### config.mk
export PLATFORM = sky130hd
export DESIGN_NAME = mult_top
export DESIGN_NICKNAME = d
export VERILOG_FILES = /design/src/design/mult_ctrl_pkg.sv /design/src/design/mult_isa_pkg.sv /design/src/design/mult_top.sv /design/src/design/mulh_sequencer.sv /design/src/design/mult_short_unit.sv /design/src/design/mult_int_mac.sv
export SDC_FILE = /design/constraint.sdc
export NUM_CORES = 2
export LEC_CHECK = 0
export ABC_AREA = 0
export BUFFER_PORTS_ARGS = -buffer_cell sky130_fd_sc_hd__buf_2
export CAP_MARGIN = 0
export CORE_MARGIN = 3
export CORE_UTILIZATION = 25
export CTS_CLUSTER_SIZE = 12
export DETAILED_ROUTE_END_ITERATION = 16
export SYNTH_ARGS = -nofsm -noshare
export SYNTH_HDL_FRONTEND = slang
export SYNTH_SLANG_ARGS = --single-unit
### constraint.sdc
create_clock -name clk -period 12.1 [get_ports clk]
set_input_delay 0.605 -clock clk [delete_from_list [all_inputs] [get_ports clk]]
set_output_delay 0.605 -clock clk [all_outputs]
set_load 0.005 [all_outputs]
### src/design/mult_ctrl_pkg.sv
// Control types shared between the MUL_H sequencer and the subword datapath
`default_nettype none

package mult_ctrl_pkg;

  ////////////////////////////////////////////////////////////////////////////
  // Sequencer states
  ////////////////////////////////////////////////////////////////////////////

  // Three partial-product steps, then FINISH forms the result
  typedef enum logic [2:0] {
    IDLE,
    STEP0,
    STEP1,
    STEP2,
    FINISH
  } mulh_state_e;

  ////////////////////////////////////////////////////////////////////////////
  // Per-step control
  ////////////////////////////////////////////////////////////////////////////

  typedef struct packed {
    // Overrides the request controls in the subword unit
    logic       active;
    // Bit 0 picks the A half, bit 1 the B half; 1 means upper half
    logic [1:0] subword;
    // Bit 0 for A, bit 1 for B
    logic [1:0] signed_sel;
    logic       shift_arith;
    logic [4:0] imm;
    // Load the partial-sum register at the next edge
    logic       save;
  } mulh_step_t;

endpackage

`default_nettype wire

### src/design/mult_isa_pkg.sv
// Operation encodings and request layout seen at the multiplier boundary
// Operand widths are architectural; the subword unit assumes XLEN == 2 * HALF_W
`default_nettype none

package mult_isa_pkg;

  ////////////////////////////////////////////////////////////////////////////
  // Widths
  ////////////////////////////////////////////////////////////////////////////

  // Full operand width
  localparam int unsigned XLEN   = 32;
  // Subword width used by MUL_I, MUL_IR and the MUL_H steps
  localparam int unsigned HALF_W = 16;

  ////////////////////////////////////////////////////////////////////////////
  // Operation codes
  ////////////////////////////////////////////////////////////////////////////

  // Codes 3'b100, 3'b101 and 3'b111 are unused and give a zero result
  typedef enum logic [2:0] {
    // c + a*b, low 32 bits
    MUL_MAC32 = 3'b000,
    // c - a*b, low 32 bits
    MUL_MSU32 = 3'b001,
    // Subword multiply with accumulate and shift
    MUL_I     = 3'b010,
    // Same as MUL_I with rounding before the shift
    MUL_IR    = 3'b011,
    // Upper half of the 64-bit product, multicycle
    MUL_H     = 3'b110
  } mult_op_e;

  ////////////////////////////////////////////////////////////////////////////
  // Request
  ////////////////////////////////////////////////////////////////////////////

  typedef struct packed {
    mult_op_e          operator;
    // Selects the high halves of A and B for the subword ops
    logic              short_subword;
    // Bit 0 for A, bit 1 for B; 2'b10 is not a legal combination
    logic [1:0]        short_signed;
    logic [XLEN-1:0]   op_a;
    logic [XLEN-1:0]   op_b;
    // Accumulator, free for software also during MUL_H
    logic [XLEN-1:0]   op_c;
    // Right shift amount for the subword ops
    logic [4:0]        imm;
  } mult_req_t;

endpackage

`default_nettype wire
### src/design/mult_top.sv
// Multiplier top; single-cycle ops are combinational, MUL_H takes 4 cycles
// Handshake: accept on enable_i with ready_o, release on ready_o with ex_ready_i
`default_nettype none

module mult_top
  import mult_isa_pkg::*;
  import mult_ctrl_pkg::*;
(
  input  logic              clk,
  input  logic              rst_n,
  input  logic              enable_i,
  input  mult_req_t         req_i,
  input  logic              ex_ready_i,
  output logic [XLEN-1:0]   result_o,
  output logic              ready_o,
  output logic              multicycle_o
);

  logic            is_mulh_start;
  mulh_step_t      mulh_step;
  logic [XLEN-1:0] short_result;
  logic [XLEN-1:0] int_result;

  // Only MUL_H needs the sequencer, everything else completes in place
  assign is_mulh_start = enable_i && (req_i.operator == MUL_H);

  ////////////////////////////////////////////////////////////////////////////
  // Units
  ////////////////////////////////////////////////////////////////////////////

  mulh_sequencer u_mulh_seq (
    .clk          (clk),
    .rst_n        (rst_n),
    .start_i      (is_mulh_start),
    .signed_i     (req_i.short_signed),
    .ex_ready_i   (ex_ready_i),
    .step_o       (mulh_step),
    .ready_o      (ready_o),
    .multicycle_o (multicycle_o)
  );

  mult_short_unit u_short (
    .clk      (clk),
    .rst_n    (rst_n),
    .req_i    (req_i),
    .step_i   (mulh_step),
    .result_o (short_result)
  );

  mult_int_mac u_int_mac (
    .req_i    (req_i),
    .result_o (int_result)
  );

  ////////////////////////////////////////////////////////////////////////////
  // Result select
  ////////////////////////////////////////////////////////////////////////////

  always_comb begin
    result_o = '0;
    unique case (req_i.operator)
      MUL_MAC32, MUL_MSU32: result_o = int_result;
      MUL_I, MUL_IR, MUL_H: result_o = short_result;
      // Unused codes read as zero
      default: result_o = '0;
    endcase
  end

endmodule

`default_nettype wire

### src/design/mulh_sequencer.sv
// Steps MUL_H through four 16x16 partial products over four cycles
// Request must stay stable from acceptance until FINISH is left
`default_nettype none

module mulh_sequencer
  import mult_isa_pkg::*;
  import mult_ctrl_pkg::*;
(
  input  logic        clk,
  input  logic        rst_n,
  input  logic        start_i,
  input  logic [1:0]  signed_i,
  input  logic        ex_ready_i,
  output mulh_step_t  step_o,
  output logic        ready_o,
  output logic        multicycle_o
);

  mulh_state_e state_q;
  mulh_state_e state_d;

  ////////////////////////////////////////////////////////////////////////////
  // Next state and step controls
  ////////////////////////////////////////////////////////////////////////////

  always_comb begin
    state_d      = state_q;
    step_o       = '0;
    step_o.active = 1'b1;
    ready_o      = 1'b0;
    multicycle_o = 1'b0;

    unique case (state_q)
      IDLE: begin
        step_o.active = 1'b0;
        // Ready drops in the accepting cycle
        ready_o = !start_i;
        if (start_i) begin
          state_d = STEP0;
        end
      end

      STEP0: begin
        // AL*BL, both unsigned, keep only the upper half
        multicycle_o = 1'b1;
        step_o.imm   = 5'(HALF_W);
        step_o.save  = 1'b1;
        state_d      = STEP1;
      end

      STEP1: begin
        // AL*BH is signed iff B is signed
        multicycle_o       = 1'b1;
        step_o.subword     = 2'b10;
        step_o.signed_sel  = {signed_i[1], 1'b0};
        step_o.shift_arith = 1'b1;
        // No shift, the 33-bit sum with its carry is stored
        step_o.save        = 1'b1;
        state_d            = STEP2;
      end

      STEP2: begin
        // AH*BL is signed iff A is signed
        multicycle_o       = 1'b1;
        step_o.subword     = 2'b01;
        step_o.signed_sel  = {1'b0, signed_i[0]};
        step_o.shift_arith = 1'b1;
        step_o.imm         = 5'(HALF_W);
        step_o.save        = 1'b1;
        state_d            = FINISH;
      end

      FINISH: begin
        // AH*BH plus partial gives the high word, held until taken
        step_o.subword    = 2'b11;
        step_o.signed_sel = signed_i;
        ready_o           = 1'b1;
        if (ex_ready_i) begin
          state_d = IDLE;
        end
      end

      default: begin
        step_o.active = 1'b0;
        state_d       = IDLE;
      end
    endcase
  end

  always_ff @(posedge clk or negedge rst_n) begin
    if (!rst_n) begin
      state_q <= IDLE;
    end else begin
      state_q <= state_d;
    end
  end

  ////////////////////////////////////////////////////////////////////////////
  // Checks
  ////////////////////////////////////////////////////////////////////////////

  // Every step and FINISH read signed_i so the source holds it until release
  a_signed_held: assert property (
    @(posedge clk) disable iff (!rst_n)
    (state_q != IDLE) |-> $stable(signed_i)
  ) else $error("signed_i changed while MUL_H was in progress");

endmodule

`default_nettype wire

### src/design/mult_short_unit.sv
// Subword MAC with rounding and right shift; also runs the MUL_H steps
// The partial-sum register is only meaningful while step_i.active is high
`default_nettype none

module mult_short_unit
  import mult_isa_pkg::*;
  import mult_ctrl_pkg::*;
(
  input  logic              clk,
  input  logic              rst_n,
  input  mult_req_t         req_i,
  input  mulh_step_t        step_i,
  output logic [XLEN-1:0]   result_o
);

  ////////////////////////////////////////////////////////////////////////////
  // Control select
  ////////////////////////////////////////////////////////////////////////////

  logic [4:0]          short_imm;
  logic [1:0]          short_subword;
  logic [1:0]          short_signed;
  logic                short_shift_arith;

  // Sequencer controls take over for the duration of MUL_H
  assign short_imm         = step_i.active ? step_i.imm : req_i.imm;
  assign short_subword     = step_i.active ? step_i.subword : {2{req_i.short_subword}};
  assign short_signed      = step_i.active ? step_i.signed_sel : req_i.short_signed;
  assign short_shift_arith = step_i.active ? step_i.shift_arith : req_i.short_signed[0];

  ////////////////////////////////////////////////////////////////////////////
  // Operands
  ////////////////////////////////////////////////////////////////////////////

  logic [HALF_W:0]     short_op_a;
  logic [HALF_W:0]     short_op_b;
  logic [XLEN:0]       short_op_c;
  logic [XLEN:0]       partial_q;
  logic [XLEN-1:0]     round_tmp;
  logic [XLEN-1:0]     short_round;

  // Half selection
  assign short_op_a[HALF_W-1:0] = short_subword[0] ? req_i.op_a[XLEN-1:HALF_W]
                                                   : req_i.op_a[HALF_W-1:0];
  assign short_op_b[HALF_W-1:0] = short_subword[1] ? req_i.op_b[XLEN-1:HALF_W]
                                                   : req_i.op_b[HALF_W-1:0];

  // 17th bit turns each half into a signed or unsigned value
  assign short_op_a[HALF_W] = short_signed[0] & short_op_a[HALF_W-1];
  assign short_op_b[HALF_W] = short_signed[1] & short_op_b[HALF_W-1];

  // MUL_H accumulates into its own partial sum, op_c is sign extended otherwise
  assign short_op_c = step_i.active ? partial_q : {req_i.op_c[XLEN-1], req_i.op_c};

  // Half an LSB of the shifted result, nothing when imm is 0
  assign round_tmp   = {{(XLEN-1){1'b0}}, 1'b1} << req_i.imm;
  assign short_round = (req_i.operator == MUL_IR) ? {1'b0, round_tmp[XLEN-1:1]} : '0;

  ////////////////////////////////////////////////////////////////////////////
  // Multiply, accumulate, shift
  ////////////////////////////////////////////////////////////////////////////

  logic [2*HALF_W+1:0] short_mul;
  logic [XLEN+1:0]     short_mac;
  logic [XLEN+1:0]     short_result;
  logic                mac_msb1;
  logic                mac_msb0;

  assign short_mul = $signed(short_op_a) * $signed(short_op_b);
  assign short_mac = $signed(short_op_c) + $signed(short_mul) + $signed(short_round);

  // MUL_H keeps the two carry bits of the wider sum, plain ops replicate bit 31
  assign mac_msb1 = step_i.active ? short_mac[XLEN+1] : short_mac[XLEN-1];
  assign mac_msb0 = step_i.active ? short_mac[XLEN]   : short_mac[XLEN-1];

  assign short_result = $signed({short_shift_arith & mac_msb1,
                                 short_shift_arith & mac_msb0,
                                 short_mac[XLEN-1:0]}) >>> short_imm;

  assign result_o = short_result[XLEN-1:0];

  ////////////////////////////////////////////////////////////////////////////
  // MUL_H partial sum
  ////////////////////////////////////////////////////////////////////////////

  // Bit 32 is the carry of STEP1 and the sign after the STEP2 shift
  always_ff @(posedge clk or negedge rst_n) begin
    if (!rst_n) begin
      partial_q <= '0;
    end else if (!step_i.active) begin
      // STEP0 must start from zero
      partial_q <= '0;
    end else if (step_i.save) begin
      partial_q <= short_result[XLEN:0];
    end
  end

  // Unsigned A with signed B is not encodable since the shift follows bit 0 only
  a_short_signed_legal: assert property (
    @(posedge clk) disable iff (!rst_n)
    (!step_i.active && (req_i.operator inside {MUL_I, MUL_IR}))
      |-> (req_i.short_signed != 2'b10)
  ) else $error("illegal short_signed 2'b10 on a subword operation");

endmodule

`default_nettype wire

### src/design/mult_int_mac.sv
// 32x32 multiply with accumulate or subtract; only the low XLEN bits are kept
// Purely combinational, the result is valid in the request cycle
`default_nettype none

module mult_int_mac
  import mult_isa_pkg::*;
(
  input  mult_req_t         req_i,
  output logic [XLEN-1:0]   result_o
);

  ////////////////////////////////////////////////////////////////////////////
  // Subtract correction
  ////////////////////////////////////////////////////////////////////////////

  logic            is_msu;
  logic [XLEN-1:0] op_a_msu;
  logic [XLEN-1:0] op_b_corr;
  logic [XLEN-1:0] product;

  // High for c - a*b
  assign is_msu = (req_i.operator == MUL_MSU32);

  // ~a * b + b == -(a * b), so one multiplier serves both operations
  assign op_a_msu  = req_i.op_a ^ {XLEN{is_msu}};
  // Correction term is zero for the accumulate case
  assign op_b_corr = req_i.op_b & {XLEN{is_msu}};

  ////////////////////////////////////////////////////////////////////////////
  // Multiply and accumulate
  ////////////////////////////////////////////////////////////////////////////

  // Signedness does not matter for the low half of the product
  assign product = op_a_msu * req_i.op_b;

  // Wraps modulo 2^XLEN
  assign result_o = req_i.op_c + op_b_corr + product;

endmodule

`default_nettype wire

==> impl_metrics.yaml <==
synthesis:
  post_synth_num_cell_types: 81
  avgSynthCellArea_sq_um: 8.48
  netlist_instances: 4243
  synth_top_family_by_area: "adder cells"
  synth_enable_flop_cells: 0
  synth-seq-area-share: 0.0250
  synth_top_area_frac: 0.465
  synth_top_cell_by_area: "fa_1"
  async_reset_ff_frac: 1.00
  muxShareOfSynthArea: 0.0298
  synth_top_cells_by_area: "fa_1 47%, inv_1 9.7%, ha_1 8.3%"
  synth_xor_area_frac: 0.0369
  ys_dominant_reg_cell: "dfrtp_1"
  synth_compound_area_frac: 0.0888
  ys_warn_count: 0
  synth_simple_gate_area_frac: 0.152
  post_synth_instance_area_sq_um: 36000
  synth.net_count: 5430
  synth.ff_latch_count: 36
  synthAdderAreaFrac: 0.549
placement:
  hpwl_microns: 119000
  io_buffer_count: 144
  gp_congestion: 0.977
  place_ws_ps: 766
sta:
  slew_headroom: 0.126
  timing.setup.tns_ps: 0
  unrepaired_setup_endpoints_after_global_routing: "false"
  fin_crit_sh: 0.974
  worst_clock_skew_ps: 6.12
  setup_violations: 0
  period_minus_slack_ps: 11790
  layout_setup_ws_ps: 309
  max_freq_mhz: 84.8
  tightest_slew_ps: 1300
  report.final.slew_viol_count: 0
  timing_hold_violations_final: 0
cells_and_area:
  n_fill_cell: 15300
  multiInputGateArea_sq_um: 30900
  area_delta_synth_final_pct: 9.56
  mostFrequentLayoutCells: "931 x inv_1, 836 x fa_1, 743 x nand2_1, 244 x nor2_1, 240 x ha_1"
  register_area_sq_um: 901
  layout.nets: 5483
  final_common_cell: "inv_1"
  post_route_cells_drive_above_1_share: 0.0796
setup_path:
  critPathSlowestCell: "a2111oi_0"
  cp.buffers_inverters: 8
  delay_heaviest_family_cp: "adder cells"
  cp_data_required_time_ps: 11490
  worst_ep_arrival_time_ps: 11190
  ff2ff_setup_slack_ps: 1520
  worst-path-max-fanout: 28
  r2r.worst_path.cells: 32
  cp-start-kind: "register"
  critical_path.reg2reg.endpoint: "u_short.partial_q[17]"
  cpMostUsedCell: "fa_1"
  crit_path_end_kind: "output port"
  critical-path-max-stage-delay_ps: 900
  worstSetupPathType: "reg -> out"
  rr_startpoint: "u_mulh_seq.state_q[2]"
grt:
  first_global_vias: 31200
  grt_overflow: 0
  largest_net_degree_at_the_start_of_global_routing: 56
  grt_antenna_before_repair: 50
  global_route.usage.total: 0.186
  grt_first_pass_wirelength_microns: 206000
route:
  drt_drc_violations_left: 0
  firstDrtPassIters: 6
  totalWireLength_microns: 138000
  detail-route-antenna-nets: 0
  routedWlPerCell_microns: 22.2
  route.vias.total: 30600
  detail_route.iter0.violations: 3000
  viasPerCell: 4.92
outcome:
  outcome: "completed"
flow_run:
  drv_cap: 0
floorplan:
  design.portCount: 145
  starting_density_of_the_core: 0.253
  floorplan.die.width_microns: 385
  core.rowCount: 138
  floorplan.core_area_sq_um: 142000
  floorplan.die.height_microns: 385
  fp.dieArea_sq_um: 149000
clock_tree:
  htreeDepth: 2
  cts_made_buffers: 5
  tritoncts: "done"
  ctsRootBufferMaster: "clkbuf_16"
  cts_num_sinks: 36
  cts.reportedPaths.clkPinSlew_ps: 60
  cts.path.max_buffers: 2
  clk_latency_ps: 290
  hold_buffers: 0
min_path:
  min-delay-path-class: "in -> async"
[cell type report]
class                           instances  share of cell area
Sequential cell                        36              0.0229
Inverter                              931              0.0886
Antenna cell                           20             0.00127
Tap cell                             1890              0.0600
Timing Repair Buffer                  251              0.0390
Multi-Input combinational cell       3071               0.785
Clock inverter                          1            0.000127
Clock buffer                            6             0.00327
[worst reg2reg max path: cells and delay by family (launching register included)]
family	cells	cell delay (ps)
flip-flops	1	510
buffers and inverters	7	980
adder cells (fa/ha/maj)	8	3230
AO/OA/AOI/OAI	9	3340
AND/OR/NAND/NOR	6	1330
multiplexers	2	1040
[worst max path at each step]
stage | from | to | slack, ps | cells after the start
2_1_floorplan | u_mulh_seq.state_q[1] | result_o[14] | 2280 | 31
3_3_place_gp | u_mulh_seq.state_q[2] | result_o[21] | 780 | 31
3_5_place_dp | u_mulh_seq.state_q[2] | result_o[21] | 770 | 31
4_1_cts | u_mulh_seq.state_q[2] | result_o[21] | 430 | 31
5_1_grt | u_mulh_seq.state_q[2] | result_o[21] | 40 | 31
6_report | u_mulh_seq.state_q[2] | result_o[21] | 310 | 33
[metrics by stage]
step	area, sq um	hold WS (ps)	instances	utilization
after floorplan	36000	309	4243	-
after global placement	39200	469	6179	0.276
after detailed placement	39200	475	6179	0.276
after CTS	39400	475	6186	0.277
after global routing	39400	511	6188	0.277
final	39400	438	6206	0.277
[kinds of logic (layout without fill, tap and decap cells)]
kind of cell,after synthesis,after routing
adder cells (fa/ha/maj),1076,1076
AO/OA/AOI/OAI,471,471
XOR/XNOR,150,150
buffers and inverters,1136,1189
flip-flops,36,36
other,0,20
AND/OR/NAND/NOR,1274,1274
multiplexers,100,100
[synth_stat cells, types with 9 or more instances]
| master | number |
|---|---|
| and3_1 | 28 |
| nand4_1 | 9 |
| o31ai_1 | 10 |
| a21oi_1 | 104 |
| o221ai_1 | 9 |
| clkbuf_1 | 178 |
| o22ai_1 | 24 |
| buf_2 | 19 |
| nand2b_1 | 22 |
| a21o_1 | 30 |
| ha_1 | 240 |
| o21ai_0 | 108 |
| nor2_1 | 244 |
| nand2_1 | 743 |
| or3_1 | 12 |
| o21a_1 | 17 |
| or2_2 | 10 |
| xnor2_1 | 124 |
| nor3_1 | 28 |
| inv_1 | 931 |
| nand3_1 | 34 |
| and2_1 | 110 |
| xor2_1 | 25 |
| o211ai_1 | 27 |
| dfrtp_1 | 36 |
| a211oi_1 | 22 |
| mux2_2 | 36 |
| nor2b_1 | 12 |
| a31oi_1 | 12 |
| fa_1 | 836 |
| mux2i_1 | 62 |
[state kept, by name, indices dropped and copies added, names as in the netlist]
signal / flops
u_short.partial_q: 33
u_mulh_seq.state_q: 3
[layer usage]
layer,track usage,vias to the layer above,share of wire
met5,0,-,0.0015
li1,-,13000,-
met2,0.277,1616,0.43
met4,0.0459,30,0.030
met3,0.0530,242,0.12
met1,0.265,15700,0.43
[timing repair]
action | 4_1_cts | 5_1_grt
setup endpoints to repair | 0 | 8
buffers inserted | 0 | 0
resized for setup | 0 | 4
endpoints found under the hold margin | 0 | 0
Power is not shown: default switching activity piles up to over one toggle a cycle in this logic, so the estimate is an artifact.
